[config.mk]
export PLATFORM = sky130hd
export DESIGN_NAME = free_list
export DESIGN_NICKNAME = d
export VERILOG_FILES = /design/src/hw/rename_pkg.sv /design/src/hw/free_list.sv
export SDC_FILE = /design/constraint.sdc
export NUM_CORES = 2
export LEC_CHECK = 0
export BUFFER_PORTS_ARGS = -buffer_cell sky130_fd_sc_hd__buf_2
export CORE_MARGIN = 2
export CORE_UTILIZATION = 30
export CTS_CLUSTER_DIAMETER = 50
export CTS_CLUSTER_SIZE = 14
export DETAILED_ROUTE_END_ITERATION = 7
export GPL_TIMING_DRIVEN = 0
export PLACE_DENSITY = 0.44
export SYNTH_ARGS = -nofsm -noshare
export SYNTH_HDL_FRONTEND = slang
export SYNTH_SLANG_ARGS = --single-unit
[constraint.sdc]
create_clock -name clk -period 71.3 [get_ports clk]
set_input_delay 10.695 -clock clk [delete_from_list [all_inputs] [get_ports clk]]
set_output_delay 10.695 -clock clk [all_outputs]
set_load 0.01 [all_outputs]
[src/hw/rename_pkg.sv]
`default_nettype none

package rename_pkg;

    localparam int LOG_W   = 5;
    localparam int NUM_LOG = 32;
    localparam int TAG_W   = 8;

    localparam logic [TAG_W-1:0] TAG_NONE_SRC = 8'd254;  // operand not read
    localparam logic [TAG_W-1:0] TAG_NONE_DST = 8'd255;  // no destination

    // tags above the identity map that start out free
    localparam int FREE_FIRST = 32;
    localparam int FREE_LAST  = 253;
    localparam int FREE_DEPTH = 256;  // power of two, pointers wrap

    localparam int NUM_PAGES = 16;
    localparam int PAGE_W    = 4;

    // whole table flattened, entry k at bits [k*TAG_W +: TAG_W]
    localparam int MAP_W = NUM_LOG * TAG_W;

endpackage

`default_nettype wire

[src/hw/free_list.sv]
`default_nettype none

module free_list (
    input  logic                         clk,
    input  logic                         reset,
    input  logic                         pop,
    input  logic                         push,
    input  logic [rename_pkg::TAG_W-1:0] push_tag,
    output logic [rename_pkg::TAG_W-1:0] free_tag
);
    import rename_pkg::*;

    localparam int PTR_W      = $clog2(FREE_DEPTH);
    localparam int INIT_COUNT = FREE_LAST - FREE_FIRST + 1;

    logic [TAG_W-1:0] fifo_mem [FREE_DEPTH];
    logic [PTR_W-1:0] head;
    logic [PTR_W-1:0] tail;
    logic [PTR_W:0]   count;  // one extra bit to tell full from empty

    assign free_tag = fifo_mem[head];  // next tag handed out

    // storage is preloaded, so it shares the reset with the pointers
    always_ff @(posedge clk or posedge reset) begin
        if (reset) begin
            for (int i = 0; i < FREE_DEPTH; i++) begin
                fifo_mem[i] <= (i < INIT_COUNT) ? TAG_W'(FREE_FIRST + i) : '0;
            end
            head <= '0;
            tail <= PTR_W'(INIT_COUNT);
        end else begin
            if (pop) begin
                head <= head + 1'b1;  // wraps at depth
            end
            if (push) begin
                fifo_mem[tail] <= push_tag;
                tail           <= tail + 1'b1;
            end
        end
    end

    always_ff @(posedge clk or posedge reset) begin
        if (reset) begin
            count <= (PTR_W+1)'(INIT_COUNT);
        end else begin
            case ({push, pop})
                2'b10:   count <= count + 1'b1;
                2'b01:   count <= count - 1'b1;
                default: count <= count;  // both or neither
            endcase
        end
    end

    a_no_underflow: assert property (@(posedge clk) disable iff (reset)
        pop |-> count != '0)
        else $error("free_list: pop while empty");

    a_no_overflow: assert property (@(posedge clk) disable iff (reset)
        (push && !pop) |-> count != (PTR_W+1)'(FREE_DEPTH))
        else $error("free_list: push while full");

endmodule

`default_nettype wire

**Yosys cells after proc, flatten, opt, wreduce, memory -nomap -nowiden**

Cells that the tools add are included.
W data, S select, Z words.

- Add/sub/neg operators: 2
- Reduce and logical (&&, ||, !) cells: 1
- Mux-type cells: 6
- Bitwise logic cells: 2
- Magnitude comparators: 3

Operator list:

| cell | number |
|---|---|
| $bwmux W2048 | 1 |
| $bmux W8 S8 | 1 |
| $demux W8 S8 | 1 |
| $mux W8 | 3 |
| $ge A9 B9 Y1 const B | 2 |
| $not A8 Y9 | 2 |
| $add A8 B1 Y8 const B | 2 |
| $lt A9 B1 Y1 const B | 1 |
| $logic_and A1 B1 Y1 | 1 |

- Bits in registers: 2064
- Logic and storage cells: 272
- Bits of input ports: 12
- Output and inout port bits: 8

**Logic depth before layout (Yosys ltp)**

- Word-level depth: 6
- Depth in mapped cells: 13
- Gate-level depth less buffers: 6

**Least setup slack after synthesis**

OpenSTA, ideal clock, no wires.

- Path kind: reg2out
- Start point: register head[0]
- End point: output free_tag[6] (netlist bit)
- Stages on the path, launching flop included: 11
- Setup slack: 58.106 ns
- Buffers on the path: 5
- Data arrival time: 2.499 ns
- Required time: 60.605 ns
- Path through: dfrtp_1 buf_6 buf_6 buf_6 buf_6 buf_2 mux4_2 a32oi_1 a21oi_1 o41ai_1 o32ai_1

- Word-level cells in the longest chain between the ends: 4

RTL lines:

| what | line | RTL |
|---|---|---|
| start: declaration | free_list.sv:17 | `logic [PTR_W-1:0] head;` |
| start signal: assignment | free_list.sv:33 | `head <= head + 1'b1;` |
| $not A8 Y9 (implied by the code) | free_list.sv:21 | `assign free_tag = fifo_mem[head];` |
| $bmux W8 S8 | free_list.sv:21 |  |
| $mux W8 (implied by the code) (2 in a row) | free_list.sv:21 |  |
| end: declaration | free_list.sv:9 | `output logic [rename_pkg::TAG_W-1:0] free_tag` |

No other way between the ends. The select of a mux whose other input is x is not followed.

**Worst setup path in the final report**

- Start point: register head[1]
- End point: output free_tag[6] (netlist bit)

The elaborated chain is that of the path after synthesis.

==> flow_summary.ini <==
[timing]
setup_viol = 0
fin_ws_ps = 51980
slew_headroom = -0.1559
finalSetupTns_ps = 0
worst_slew_pin_slew_ps = 1734
rsz0062_at_grt = no
period_minus_slack_ps = 19320
drv_slew = 142
fin_crit_sh = 0.2710
hold_viol_final = 0
whs_ps = 498.6
fmax_ghz = 0.05175
finalClockSkew_ps = 59.50

[status]
violations = max-capacitance violations, max-slew violations
outcome = finished with violations

[worst_setup_path]
cp.required_ps = 60610
crit_chain = buf_4 -> buf_2 -> buf_2 -> buf_2 -> buf_2 -> mux4_2 -> mux2i_1 -> a21oi_1 -> a211oi_1 -> o32ai_1 -> buf_2
crit_slowest_cell = a211oi_1
rr_worst_depth = 6
cp_data_arrival_time_ps = 8630
path_buf_inv = 6
cp-end-kind = primary output
critPathLaunchType = flip-flop
critPathMaxFanout = 12
cpLargestDelayFamily = buffers and inverters
critPathMostFrequentCell = buf_2
cp.depth = 11
max_stage_delay_ps = 1140
ff2ff_setup_slack_ps = 66270
r2r-start = tail[2]$_DFFE_PP1P_
timing_worst_setup_path_type = reg2out
reg2reg_to = fifo_mem[1433]$_DFFE_PP0P_

[routing]
via_per_inst = 5.788
first_iter_violations = 6906
drtAntennaViolNets = 0
finalWirelength_mm = 476.2
dr.pass1.iters = 6
routedWlPerCell_um = 43.61
vias = 63194
drc = 0

[min_path]
hold_start = fifo_mem[441]$_DFFE_PP0P_
holdCritPathClass = reg2reg
hold_depth = 1
min_to = fifo_mem[441]$_DFFE_PP0P_

[place]
place_ws_ps = 53320
port_buffers = 11
detailed_place_hpwl_mm = 334.3
gp_congestion = 0.9852

[die]
die_w_um = 567.4
die_y_um = 567.4
ios = 20
initial_core_util = 0.3019
core_mm2 = 0.3155
rows = 206
die_area_mm2 = 0.3220

[yosys]
ys_warn_count = 0
async_flop_share = 1.000
synthCells = 6095
ys_seq_area_frac = 0.5546
syn_nets = 6112
synth_cell_types = 71
synth_area_per_cell_um2 = 15.63
synth_edf_count = 0
synth_seq_cells = 2064
netlist_area_mm2 = 0.09524
synth_ff_type = dfrtp_1

[global_routing]
grt_usage = 0.2912
grt_max_degree = 126
antenna_found_initial = 69
grt-ovfl-total = 0
grt_pass1_vias = 62860
grt_pass1_wl_mm = 621.9

[layout]
fillerInstances = 30281
final_layout_size_suffix_gt1_frac = 0.6355
nets = 6482
synthToLayoutAreaGrowth_pct = 18.00

[cts]
post_cts_buffers = 0
clock_latency_ps = 940
tritoncts = done
cts_hold_buf = 0
cts_sinks = 2064
cts_resized = 0
clk_path_buf_depth = 4
cts_made_buffers = 290
cts.clk_slew.worst_paths_ps = 60
root_buffer = clkbuf_16
htree_levels = 5

[pwr]
ir_drop_v = 0.00002698
leakage_nw = 48.79
p_per_area_mw_per_mm2 = 39.54

[job]
max_cap_violations = 16
## sequential cells by signal, summed over array words and instances, names as in the netlist
name      count
head          8
fifo_mem   2048
tail          8
## power breakdown
group          switching (mW)  internal [mW]  leakage (nW)  total (mW)
Combinational            1.19          0.384          18.6        1.57
Clock                   0.629          0.901          4.90        1.53
Sequential             0.0486           1.29          25.3        1.34
## worst max path at each step
| stage | startpoint | endpoint | slack, ps |
|---|---|---|---|
| after global placement | reset | fifo_mem[817]$_DFFE_PP0P_ | -20770 |
| after detailed placement | head[1]$_DFFE_PP0P_ | free_tag[6] | 53320 |
| after CTS | head[1]$_DFFE_PP0P_ | free_tag[6] | 52320 |
| final | head[1]$_DFFE_PP0P_ | free_tag[6] | 51980 |
| after floorplan | reset | fifo_mem[0]$_DFFE_PP0P_ | 3850 |
| after global routing | head[1]$_DFFE_PP0P_ | free_tag[6] | 52250 |
## cells in the final DEF, fill, tap and decap left out, types with 15 or more instances in the layout
cell type,count
dfstp_2,935
nand2_1,231
clkbuf_2,71
o22ai_1,21
dfrtp_1,1129
a211oi_1,16
o221ai_1,23
clkinv_2,29
clkinvlp_4,22
mux4_2,462
clkinv_4,26
inv_6,41
a221oi_1,27
diode_2,48
buf_12,24
o21ai_0,26
inv_8,16
mux2_2,2066
buf_4,29
clkbuf_1,289
nand3_1,40
buf_2,75
nor2_1,144
nor3_1,15
a22oi_1,64
buf_16,32
mux2i_1,173
bufinv_16,23
clkbuf_8,24
buf_6,37
clkbuf_16,300
a21oi_1,69
## synth_stat cells, types with 28 or more instances
cell type,count,area (µm²)
dfrtp_1,1129,28250
nor2_1,150,563.0
nand3_1,40,200.2
mux2i_1,173,1732
a22oi_1,64,480.5
buf_4,28,210.2
mux2_2,2066,23260
buf_2,52,260.3
nand2_1,231,867.1
mux4_2,462,10400
dfstp_2,935,24570
buf_6,33,371.6
clkbuf_1,323,1212
a21oi_1,69,345.3
## cell type report
class,instances,area [µm²],share of cell area
repair buffers,78,1539,0.01369
clock inverters,177,2095,0.01864
well taps,4160,5205,0.04632
diodes,48,120.1,0.001069
inverters,9,41.29,0.0003674
plain buffers,456,2265,0.02015
multi-input cells,3566,40320,0.3588
flip-flops and latches,2064,52820,0.4700
clock buffers,361,7976,0.07098
## per-stage QoR
step | util | instances | area, µm² | power [mW]
after detailed placement | 0.3239 | 10333 | 102200 | 2.877
after CTS | 0.3558 | 10871 | 112300 | 4.408
after global routing | 0.3559 | 10873 | 112300 | 4.477
after global placement | 0.3186 | 10266 | 100500 | 2.824
final | 0.3562 | 10919 | 112400 | 4.444
after floorplan | - | 6095 | 95240 | 1.931
## metal layers
layer / vias up / GRT usage / share of wire
li1: 23799 / - / -
met1: 35253 / 0.3874 / 0.42
met2: 3165 / 0.4265 / 0.43
met3: 959 / 0.07726 / 0.079
met4: 18 / 0.1678 / 0.067
met5: - / 0.003124 / 0.00055
## cell families after synthesis
group           after synthesis  share of synthesized area
mux                        2701                     0.3717
flops                      2064                     0.5546
simple gates                504                    0.02283
buf+inv                     465                    0.02306
compound gates              342                    0.02584
xor+xnor                     14                   0.001288
fa+ha+maj                     5                  0.0006569
Power figures use the tool's default switching activity.
