**src/hw/rename_pkg.sv**
```systemverilog
`default_nettype none

package rename_pkg;

    localparam int LOG_W   = 5;
    localparam int NUM_LOG = 32;
    localparam int TAG_W   = 8;

    localparam logic [TAG_W-1:0] TAG_NONE_SRC = 8'd254;  // operand not read
    localparam logic [TAG_W-1:0] TAG_NONE_DST = 8'd255;  // no destination

    // tags above the identity map that start out free
    localparam int FREE_FIRST = 32;
    localparam int FREE_LAST  = 253;
    localparam int FREE_DEPTH = 256;  // power of two, pointers wrap

    localparam int NUM_PAGES = 16;
    localparam int PAGE_W    = 4;

    // whole table flattened, entry k at bits [k*TAG_W +: TAG_W]
    localparam int MAP_W = NUM_LOG * TAG_W;

endpackage

`default_nettype wire

```
**src/hw/map_table.sv**
```systemverilog
`default_nettype none

module map_table (
    input  logic                          clk,
    input  logic                          reset,
    input  logic                          id_on,
    input  logic                          restore_state,
    input  logic [rename_pkg::LOG_W-1:0]  rs1,
    input  logic [rename_pkg::LOG_W-1:0]  rs2,
    input  logic [rename_pkg::LOG_W-1:0]  rd,
    input  logic                          uses_rs1,
    input  logic                          uses_rs2,
    input  logic                          writes_rd,
    input  logic [rename_pkg::TAG_W-1:0]  free_tag,
    input  logic [rename_pkg::MAP_W-1:0]  page_flat,
    output logic [rename_pkg::MAP_W-1:0]  map_flat,
    output logic                          free_pop,
    output logic                          free_push,
    output logic [rename_pkg::TAG_W-1:0]  push_tag,
    output logic                          rename_valid,
    output logic [rename_pkg::TAG_W-1:0]  src1_tag,
    output logic [rename_pkg::TAG_W-1:0]  src2_tag,
    output logic [rename_pkg::TAG_W-1:0]  rd_tag,
    output logic [rename_pkg::TAG_W-1:0]  released_tag,
    output logic [rename_pkg::LOG_W-1:0]  rd_log
);
    import rename_pkg::*;

    logic [TAG_W-1:0] tbl [NUM_LOG];
    logic             accept;
    logic             remap;

    assign accept = id_on && !restore_state;  // restore wins over rename
    assign remap  = accept && writes_rd;

    // one tag in, one tag out per remap
    assign free_pop  = remap;
    assign free_push = remap;
    assign push_tag  = tbl[rd];  // old mapping of rd

    always_comb begin
        for (int k = 0; k < NUM_LOG; k++) begin
            map_flat[k*TAG_W +: TAG_W] = tbl[k];
        end
    end

    always_ff @(posedge clk or posedge reset) begin
        if (reset) begin
            for (int k = 0; k < NUM_LOG; k++) begin
                tbl[k] <= TAG_W'(k);  // identity map
            end
        end else if (restore_state) begin
            for (int k = 0; k < NUM_LOG; k++) begin
                tbl[k] <= page_flat[k*TAG_W +: TAG_W];
            end
        end else if (remap) begin
            tbl[rd] <= free_tag;
        end
    end

    always_ff @(posedge clk or posedge reset) begin
        if (reset) begin
            rename_valid <= 1'b0;
        end else begin
            rename_valid <= accept;  // one cycle pulse per rename
        end
    end

    // lookups see the table before this rename's own remap
    always_ff @(posedge clk) begin
        if (accept) begin
            src1_tag <= uses_rs1 ? tbl[rs1] : TAG_NONE_SRC;
            src2_tag <= uses_rs2 ? tbl[rs2] : TAG_NONE_SRC;
            rd_log   <= rd;
            if (writes_rd) begin
                rd_tag       <= free_tag;
                released_tag <= tbl[rd];
            end else begin
                rd_tag       <= TAG_NONE_DST;
                released_tag <= TAG_NONE_DST;
            end
        end
    end

    // free list occupancy only holds if every pop is paired with a push
    a_push_pop_pair: assert property (@(posedge clk) disable iff (reset)
        free_push == free_pop)
        else $error("map_table: free list push and pop out of step");

endmodule

`default_nettype wire

```
**config.mk**
```make
export PLATFORM = sky130hd
export DESIGN_NAME = map_table
export DESIGN_NICKNAME = d
export VERILOG_FILES = /design/src/hw/rename_pkg.sv /design/src/hw/map_table.sv
export SDC_FILE = /design/constraint.sdc
export NUM_CORES = 1
export LEC_CHECK = 0
export ABC_CLOCK_PERIOD_IN_PS = 9100
export BUFFER_PORTS_ARGS = -buffer_cell sky130_fd_sc_hd__buf_2
export CAP_MARGIN = 20
export CORE_AREA = 2 2 229 231
export CTS_CLUSTER_DIAMETER = 50
export CTS_CLUSTER_SIZE = 10
export DETAILED_ROUTE_END_ITERATION = 6
export DIE_AREA = 0 0 231 233
export GPL_TIMING_DRIVEN = 0
export HOLD_SLACK_MARGIN = 0.03
export MAX_ROUTING_LAYER = met4
export PLACE_DENSITY = 0.69
export SKIP_CTS_REPAIR_TIMING = 1
export SYNTH_ARGS = -nofsm -noshare
export SYNTH_HDL_FRONTEND = slang
export SYNTH_SLANG_ARGS = --single-unit
```
**constraint.sdc**
```tcl
create_clock -name clk -period 9.1 [get_ports clk]
set_input_delay 0 -clock clk [delete_from_list [all_inputs] [get_ports clk]]
set_output_delay 0 -clock clk [all_outputs]
set_load 0.02 [all_outputs]
```
---- Word level (Yosys, flattened, before mapping) ----
Index checks and enable logic that the tools add are counted.
storage, ports and cells
  input bits .............................. 286
  output and inout bits ................... 304
  logic and storage cells ................. 64
  register bits after elaboration ......... 294
operators by class
  bitwise operators ....................... 3
  $lt $le $gt $ge ......................... 4
  reduce and logical (&&, ||, !) cells .... 5
  muxes and demuxes ....................... 14
operator list
  operator              number
  $mux W256             2
  $bwmux W256           1
  $bmux W8 S5           3
  $mux W8               7
  $demux W8 S5          1
  $ge A6 B6 Y1 const B  3
  $not A5 Y6            3
  $lt A6 B1 Y1 const B  1
  $logic_and A1 B1 Y1   3
  $reduce_bool A2 Y1    1
  $logic_not A1 Y1      1

---- Longest topological paths before layout ----
Gate-level depths: netlist of the first run.
  word-level depth ........................ 8
  mapped depth ............................ 7
  depth with buffers taken out ............ 4

---- Worst setup path after synthesis of the first run ----
OpenSTA, ideal clock, no wires.
  kind .................................... input port to flip-flop
  start point ............................. in restore_state
  end point ............................... reg rd_log[0] (netlist name) (enable)
  buffers on the path ..................... 2
  library setup time ...................... 0.436 ns
  slack ................................... 6.587 ns
  required time ........................... 8.664 ns
  arrival time ............................ 2.077 ns
  cell stages on the path ................. 3
  path through ............................ clkbuf_1 > buf_1 > nor2b_1
on the way
  cells in the longest elaborated chain, start to end .. 2
RTL lines
  item                  RTL line         text
  from (decl)           map_table.sv:7   input logic restore_state,
  $logic_not A1 Y1      map_table.sv:33  assign accept = id_on && !restore_state;
  $logic_and A1 B1 Y1   map_table.sv:33
  net accept            map_table.sv:30  logic accept;
  to (signal assigned)  map_table.sv:74  rd_log <= rd;
  to (decl)             map_table.sv:25  output logic [rename_pkg::LOG_W-1:0] rd_log
The timed path passes the listed nets, and every way through them passes these cells.
A chain may end at the register's enable or synchronous reset.

---- Final worst setup path of the first run ----
  start point ............................. in rd[1] (netlist name)
  end point ............................... out push_tag[2] (netlist name)
on the way
  cells in the longest elaborated chain, start to end .. 4
RTL lines
  item                                        RTL line         text
  from (decl)                                 map_table.sv:10  input logic [rename_pkg::LOG_W-1:0] rd,
  $not A5 Y6 (not written as such)            map_table.sv:39  assign push_tag = tbl[rd];
  $bmux W8 S5                                 map_table.sv:39
  $mux W8 (not written as such) (2 in a row)  map_table.sv:39
  to (decl)                                   map_table.sv:19  output logic [rename_pkg::TAG_W-1:0] push_tag,
No other way between the ends. The select of a mux whose other input is x is not followed.

==> insert_results.sql, run 1 <==
INSERT INTO impl_metrics (metric_group, metric, value, unit) VALUES
('timing', 'setup_ws', '5.80', 'ns'),
('placement', 'input_output_buffers', '573', ''),
('cells_and_area', 'drive_above_1_share', '31.9', '%'),
('cells_and_area', 'finish.net_count', '3087', ''),
('floorplan', 'initial_utilization', '38.5', '%'),
('cells_and_area', 'layout.core_utilization', '54.4', '%'),
('synth', 'number_of_enable_flip_flop_cells_after_synthesis', '37', ''),
('global_routing', 'overflow', '0', ''),
('timing', 'report.final.setup_viol', '0', ''),
('timing', 'timing_max_transition_violations_final', '0', ''),
('floorplan', 'placement_rows', '83', ''),
('detailed_routing', 'route.antenna.remaining_nets', '0', ''),
('clock_tree', 'clock_tree_from_tritoncts', 'done', ''),
('clock_tree', 'max-clock-path-buffers', '3', ''),
('flow_run', 'drv_cap', '0', ''),
('detailed_routing', 'drc_errors', '6', ''),
('global_routing', 'grt_max_degree', '129', ''),
('synth', 'synthFlopType', 'dfrtp_1', ''),
('global_routing', 'grt.total_usage', '42.9', '%'),
('cells_and_area', 'fill_cells', '4483', ''),
('floorplan', 'chipHeight', '233', 'um'),
('synth', 'syn_std_cell_area', '19700', 'um^2'),
('synth', 'yosys.cell_count.top_type', 'mux2i_1', ''),
('detailed_routing', 'sum_of_routed_wire_length_over_all_layers', '120', 'mm'),
('cells_and_area', 'area_delta_synth_final', '41.3', '%'),
('synth', 'netlist_top_cells_area', 'mux2i_1 (25%), dfrtp_1 (22%), dfstp_2 (11%), mux4_2 (9.3%), o21ai_1 (6.6%)', ''),
('clock_tree', 'cts.clk_slew.worst_paths', '0.05', 'ns'),
('global_routing', 'vias_in_the_first_global_route', '20377', ''),
('clock_tree', 'cts_root_buf', 'clkbuf_16', ''),
('placement', 'gp_routability_congestion', '1.02', ''),
('floorplan', 'die_width', '231', 'um'),
('timing', 'whs', '0.145', 'ns'),
('worst_setup_path', 'setup.worst_path.end_class', 'primary output', ''),
('worst_setup_path', 'worst-endpoint-arrival', '3.30', 'ns'),
('clock_tree', 'htree_num_levels', '2', ''),
('worst_setup_path', 'path_max_fanout', '10', ''),
('synth', 'average_size_of_a_mapped_cell', '10.5', 'um^2'),
('clock_tree', 'cts.sinks', '294', ''),
('floorplan', 'pin_count', '590', ''),
('timing', 'hold_violations', '0', ''),
('synth', 'synth.lib_cells_used.distinct', '35', ''),
('synth', 'synth_nets', '2164', ''),
('timing', 'final.period_utilization', '36.2', '%'),
('status', 'run_status', 'complete, but fails checks', ''),
('worst_setup_path', 'worstSetupStartpointType', 'primary input', ''),
('detailed_routing', 'detailroute.via_count', '22331', ''),
('detailed_routing', 'avgRoutedWirePerCell', '34.1', 'um'),
('global_routing', 'wire_length_of_the_first_global_routing_pass', '157', 'mm'),
('timing', 'grt_setup_unrepaired', 'no', ''),
('status', 'violations_in_the_final_reports', 'DRC', ''),
('power_and_ir_drop', 'cellPowerDensity', '157', 'nW/um^2'),
('floorplan', 'area_enclosed_by_the_die_boundary', '53800', 'um^2'),
('synth', 'yosys.area.top_type_share', '24.6', '%'),
('synth', 'synth_cells', '1878', ''),
('floorplan', 'core_area', '51100', 'um^2'),
('cells_and_area', 'postLayoutCellArea', '27800', 'um^2'),
('placement', 'dpl_cell_area', '23800', 'um^2'),
('synth', 'synth.cells.most_frequent', 'mux2i_1 (484), nand2_1 (261), o21ai_1 (258)', ''),
('worst_setup_path', 'cp.required', '9.10', 'ns'),
('timing', 'slew_headroom', '22.1', '%'),
('global_routing', 'antenna_found_initial', '6', ''),
('detailed_routing', 'drt_first_pass_iters', '7', ''),
('placement', 'dpl_worst_slack', '6.07', 'ns'),
('power_and_ir_drop', 'ir_drop', '0.000110', 'V'),
('timing', 'maxClockFrequency', '303', 'MHz'),
('timing', 'min_period', '3.30', 'ns'),
('clock_tree', 'number_of_buffers_created_by_cts', '37', ''),
('synth', 'yosys_top_cell_by_area', 'mux2i_1', ''),
('worst_hold_path', 'worstHoldPathType', 'primary input to flop', ''),
('synth', 'synthArstFlopShare', '87.4', '%'),
('detailed_routing', 'drt-vias-per-instance', '6.35', ''),
('detailed_routing', 'first_iter_violations', '2989', ''),
('power_and_ir_drop', 'power.static_leakage', '0.0129', 'uW'),
('synth', 'ys_ff_latch', '294', ''),
('worst_setup_path', 'path_class', 'primary input to primary output', ''),
('synth', 'synthesis_warning_total', '0', ''),
('synth', 'seq_area_frac_synth', '38.8', '%'),
('clock_tree', 'worstSkewPairLatency', '0.57', 'ns'),
('timing', 'timing_worst_slew_pin_value', '1.17', 'ns'),
('timing', 'clock_skew', '0.0186', 'ns'),
('placement', 'hpwl', '89.4', 'mm');
power by group:
part | leakage, uW | internal [uW] | total [uW] | switching (uW)
registers | 0.00334 | 1470 | 1690 | 214
logic | 0.00907 | 505 | 1270 | 764
clock network | 0.000539 | 800 | 1400 | 599
worst paths after layout:
check / slack (ns) / cells past startpoint / from / endpoint
max: 5.80 / 8 / rd[1] / push_tag[2]
max reg2reg: 6.75 / 4 / map_flat[90]$_DFFE_PP0P_ / released_tag[2]$_SDFFCE_PN1P_
min reg2reg: 0.59 / 2 / map_flat[156]$_DFFE_PP1P_ / map_flat[156]$_DFFE_PP1P_
min: 0.14 / 3 / writes_rd / rd_tag[4]$_SDFFCE_PN1P_
min in group asynchronous: 0.53 / 4 / reset / map_flat[154]$_DFFE_PP0P_
max in group asynchronous: 7.59 / 5 / reset / map_flat[46]$_DFFE_PP0P_
critical path, cell delays in order:
cell and delay, ns:
dlygate4sd3_1 0.51, buf_2 0.16, buf_2 0.28, clkbuf_1 0.88
mux4_2 0.41, a22oi_1 0.39, nand4_1 0.36, buf_2 0.27
cells in the final DEF, fill, tap and decap left out, types with 9 or more instances in the layout:
| cell type | count |
|---|---|
| nand2b_1 | 13 |
| a22oi_1 | 144 |
| dlygate4sd3_1 | 292 |
| buf_8 | 12 |
| edfxtp_1 | 37 |
| mux4_2 | 81 |
| o21ai_1 | 258 |
| a21oi_1 | 56 |
| dfstp_2 | 80 |
| nand3_2 | 13 |
| nand2_1 | 261 |
| mux2i_1 | 484 |
| buf_4 | 17 |
| clkbuf_1 | 125 |
| buf_2 | 627 |
| dfrtp_1 | 177 |
| o41ai_1 | 14 |
| nor3b_1 | 15 |
| buf_1 | 9 |
| clkbuf_16 | 39 |
cell families after synthesis:
group                  share of synthesized area [%]
flip-flops                                      38.8
AO/OA/AOI/OAI                                   14.1
AND/OR/NAND/NOR                                 8.43
multiplexers                                    34.1
buffers and inverters                           4.54
through the flow:
stage	instances	power (uW)	setup TNS (ns)
6_report	3514	4360	0
5_1_grt	3512	4450	0
3_3_place_gp	3131	2780	-109.40
2_1_floorplan	1878	2250	0
3_5_place_dp	3148	2820	0
4_1_cts	3214	4190	0
registers in the layout, indices dropped and copies added, names as in the netlist:
name	count
map_flat	256
src1_tag	8
rd_log	5
released_tag	8
rename_valid	1
rd_tag	8
src2_tag	8
metal layers:
layer | GRT usage, % | wire length (um)
met1 | 55.2 | 46200
met2 | 64.2 | 53400
met3 | 10.4 | 13500
met4 | 19.3 | 6910
met5 | - | 0
cell type report:
type | count | area, um^2 | share of cell area, %
Clock buffer | 59 | 1060 | 3.81
Buffer | 191 | 886 | 3.18
Inverter | 2 | 15.0 | 0.0540
Tap cell | 680 | 851 | 3.06
Sequential cell | 294 | 7640 | 27.5
Timing Repair Buffer | 884 | 6150 | 22.1
Multi-Input combinational cell | 1391 | 11200 | 40.1
Clock inverter | 7 | 43.8 | 0.157
Antenna cell | 6 | 15.0 | 0.0540
Note: power is estimated with default switching activity, not from simulation.
==> run 2: changes to the inputs <==
ABC_CLOCK_PERIOD_IN_PS = 3300   (was 9100)
clock period = 3.3 ns   (was 9.1 ns; I/O delays follow)
==> run 2 against run 1 <==
  * The flow now finishes without violations
  * Clock skew rose by 0.013 ns
  * Sequential cell count did not move
  * Final area rose by 0.54%
  * Largest power group unchanged
  * Highest routed layer unchanged
==> insert_results.sql, run 2 (synthesized netlist as in run 1, its figures left out) <==
INSERT INTO impl_metrics (metric_group, metric, value, unit) VALUES
('global_routing', 'antenna_found_initial', '13', ''),
('detailed_routing', 'route.antenna.remaining_nets', '0', ''),
('worst_setup_path', 'path_max_fanout', '10', ''),
('cells_and_area', 'multi_input_area', '11200', 'um^2'),
('cells_and_area', 'drive_above_1_share', '32.1', '%'),
('power_and_ir_drop', 'ir_drop', '0.000273', 'V'),
('worst_setup_path', 'worstPathCellList', 'dlygate4sd3_1 > buf_2 > buf_2 > clkbuf_1 > mux4_2 > a22oi_1 > nand4_1 > buf_2', ''),
('cells_and_area', 'layout.core_utilization', '54.7', '%'),
('floorplan', 'placement_rows', '83', ''),
('placement', 'dpl_cell_area', '23800', 'um^2'),
('detailed_routing', 'drt-vias-per-instance', '6.30', ''),
('clock_tree', 'number_of_buffers_created_by_cts', '40', ''),
('cells_and_area', 'flip_flop_count_of_the_largest_register_all_copies_and_words_added', '256', ''),
('cells_and_area', 'layout_commonest_cell', 'buf_2', ''),
('detailed_routing', 'first_iter_violations', '2677', ''),
('power_and_ir_drop', 'power.static_leakage', '0.0130', 'uW'),
('global_routing', 'wire_length_of_the_first_global_routing_pass', '157', 'mm'),
('cells_and_area', 'fill_cells', '4442', ''),
('timing', 'grt_setup_unrepaired', 'no', ''),
('cells_and_area', 'area.sequential', '7640', 'um^2'),
('clock_tree', 'worstSkewPairLatency', '0.58', 'ns'),
('floorplan', 'core_area', '51100', 'um^2'),
('placement', 'gp_routability_congestion', '1.09', ''),
('worst_setup_path', 'worstReg2RegEnd', 'released_tag[6]$_SDFFCE_PN1P_', ''),
('cells_and_area', 'area_delta_synth_final', '42.1', '%'),
('worst_setup_path', 'rrSetupSlack', '0.86', 'ns'),
('timing', 'whs', '0.0482', 'ns'),
('worst_setup_path', 'slowest_delay', '0.82', 'ns'),
('timing', 'report.final.setup_viol', '0', ''),
('global_routing', 'grt.total_usage', '42.7', '%'),
('worst_setup_path', 'setup.worst_path.end_class', 'primary output', ''),
('clock_tree', 'htree_num_levels', '2', ''),
('timing', 'final.period_utilization', '99.6', '%'),
('cells_and_area', 'finish.net_count', '3091', ''),
('floorplan', 'die_width', '231', 'um'),
('power_and_ir_drop', 'cellPowerDensity', '438', 'nW/um^2'),
('timing', 'timing_max_transition_violations_final', '0', ''),
('placement', 'hpwl', '89.0', 'mm'),
('timing', 'min_period', '3.29', 'ns'),
('worst_setup_path', 'path_class', 'primary input to primary output', ''),
('worst_hold_path', 'worstHoldStart', 'uses_rs1', ''),
('clock_tree', 'clock_tree_from_tritoncts', 'done', ''),
('clock_tree', 'cts_root_buf', 'clkbuf_16', ''),
('worst_setup_path', 'worstSetupStartpointType', 'primary input', ''),
('flow_run', 'drv_cap', '0', ''),
('global_routing', 'grt_max_degree', '44', ''),
('clock_tree', 'max-clock-path-buffers', '3', ''),
('detailed_routing', 'avgRoutedWirePerCell', '33.7', 'um'),
('timing', 'hold_violations', '0', ''),
('timing', 'clock_skew', '0.0314', 'ns'),
('floorplan', 'pin_count', '590', ''),
('worst_setup_path', 'cp.required', '3.30', 'ns'),
('worst_setup_path', 'worst_path_most_repeated_cell', 'buf_2', ''),
('worst_setup_path', 'crit-reg2reg-launch', 'map_flat[246]$_DFFE_PP0P_', ''),
('worst_setup_path', 'worst-endpoint-arrival', '3.29', 'ns'),
('worst_setup_path', 'setup.worst_path.start', 'rd[1]', ''),
('floorplan', 'area_enclosed_by_the_die_boundary', '53800', 'um^2'),
('floorplan', 'initial_utilization', '38.5', '%'),
('worst_hold_path', 'hold_end', 'src1_tag[6]$_SDFFCE_PN1P_', ''),
('worst_setup_path', 'critical-path-top-delay-family', 'buffers and inverters', ''),
('global_routing', 'overflow', '0', ''),
('worst_setup_path', 'worst_path_slowest_cell', 'clkbuf_1', ''),
('timing', 'slew_headroom', '13.8', '%'),
('worst_setup_path', 'reg2regPathDepth', '4', ''),
('timing', 'maxClockFrequency', '304', 'MHz'),
('status', 'run_status', 'finished clean', ''),
('detailed_routing', 'drc_errors', '0', ''),
('detailed_routing', 'detailroute.via_count', '22217', ''),
('global_routing', 'vias_in_the_first_global_route', '20228', ''),
('cells_and_area', 'commonest_cells_after_routing_fill_and_taps_aside', 'buf_2 (627), mux2i_1 (484), dlygate4sd3_1 (291)', ''),
('timing', 'timing_worst_slew_pin_value', '1.29', 'ns'),
('floorplan', 'chipHeight', '233', 'um'),
('detailed_routing', 'sum_of_routed_wire_length_over_all_layers', '119', 'mm'),
('cells_and_area', 'postLayoutCellArea', '28000', 'um^2'),
('placement', 'input_output_buffers', '573', ''),
('clock_tree', 'cts.sinks', '294', ''),
('worst_setup_path', 'path_buf_inv', '5', ''),
('detailed_routing', 'drt_first_pass_iters', '6', ''),
('worst_hold_path', 'min_delay_path_depth', '2', ''),
('clock_tree', 'cts.clk_slew.worst_paths', '0.05', 'ns'),
('worst_hold_path', 'worstHoldPathType', 'primary input to flop', '');
## run 2: cell count changes in the layout (fill, tap and decap cells not counted), sizes merged
cell,previous run,this run
dlygate4sd3,292,291
clkinvlp,0,2
clkbuf,165,168
clkinv,5,4
diode,6,10
inv,4,6
buf,677,679
## run 2: report_power, final
part           switching, uW  total [uW]  internal [uW]
Combinational           2090        3490           1400
Sequential               602        4670           4060
Clock                   1740        4100           2360
## run 2: worst max path at each step
| stage | slack (ns) | cells after the start | endpoint |
|---|---|---|---|
| detailed placement | 0.36 | 7 | src1_tag[2]$_SDFFCE_PN1P_ |
| finish | 0.01 | 8 | push_tag[6] |
| CTS | 0.67 | 7 | push_tag[2] |
| floorplan | -0.02 | 1 | map_flat[0]$_DFFE_PP0P_ |
| global placement | -1.64 | 2 | map_flat[45]$_DFFE_PP0P_ |
| global route | 0.05 | 8 | push_tag[6] |
## run 2: cell type report
type,instances,area share [%]
multi-input cells,1391,39.9
plain buffers,191,3.17
clock buffers,62,4.02
clock inverters,10,0.291
inverters,2,0.0403
repair buffers,885,22.1
flip-flops and latches,294,27.3
well taps,680,3.04
diodes,10,0.0895
## run 2: worst register-to-register path, delay by kind of cell (launching register included)
kind               cells  cell delay (ns)
and+or+nand+nor        2             0.60
AOI/OAI and AO/OA      1             0.55
muxes                  1             0.54
DFF                    1             0.48
## run 2: routing by layer
metal	track usage (%)	vias up	share of wire (%)
met5	-	-	0
met4	19.9	0	6.1
met3	10.1	429	11
met2	64.0	1836	45
met1	54.7	11062	38
li1	-	8890	-
## run 2: through the flow
stage	power, uW	setup WS (ns)	setup TNS [ns]	cells
floorplan	6200	-0.0203	-3.59	1878
global placement	7670	-1.64	-357.63	3131
CTS	11800	0.673	0	3222
global route	12600	0.0498	0	3525
detailed placement	7770	0.359	0	3150
finish	12300	0.0137	0	3525
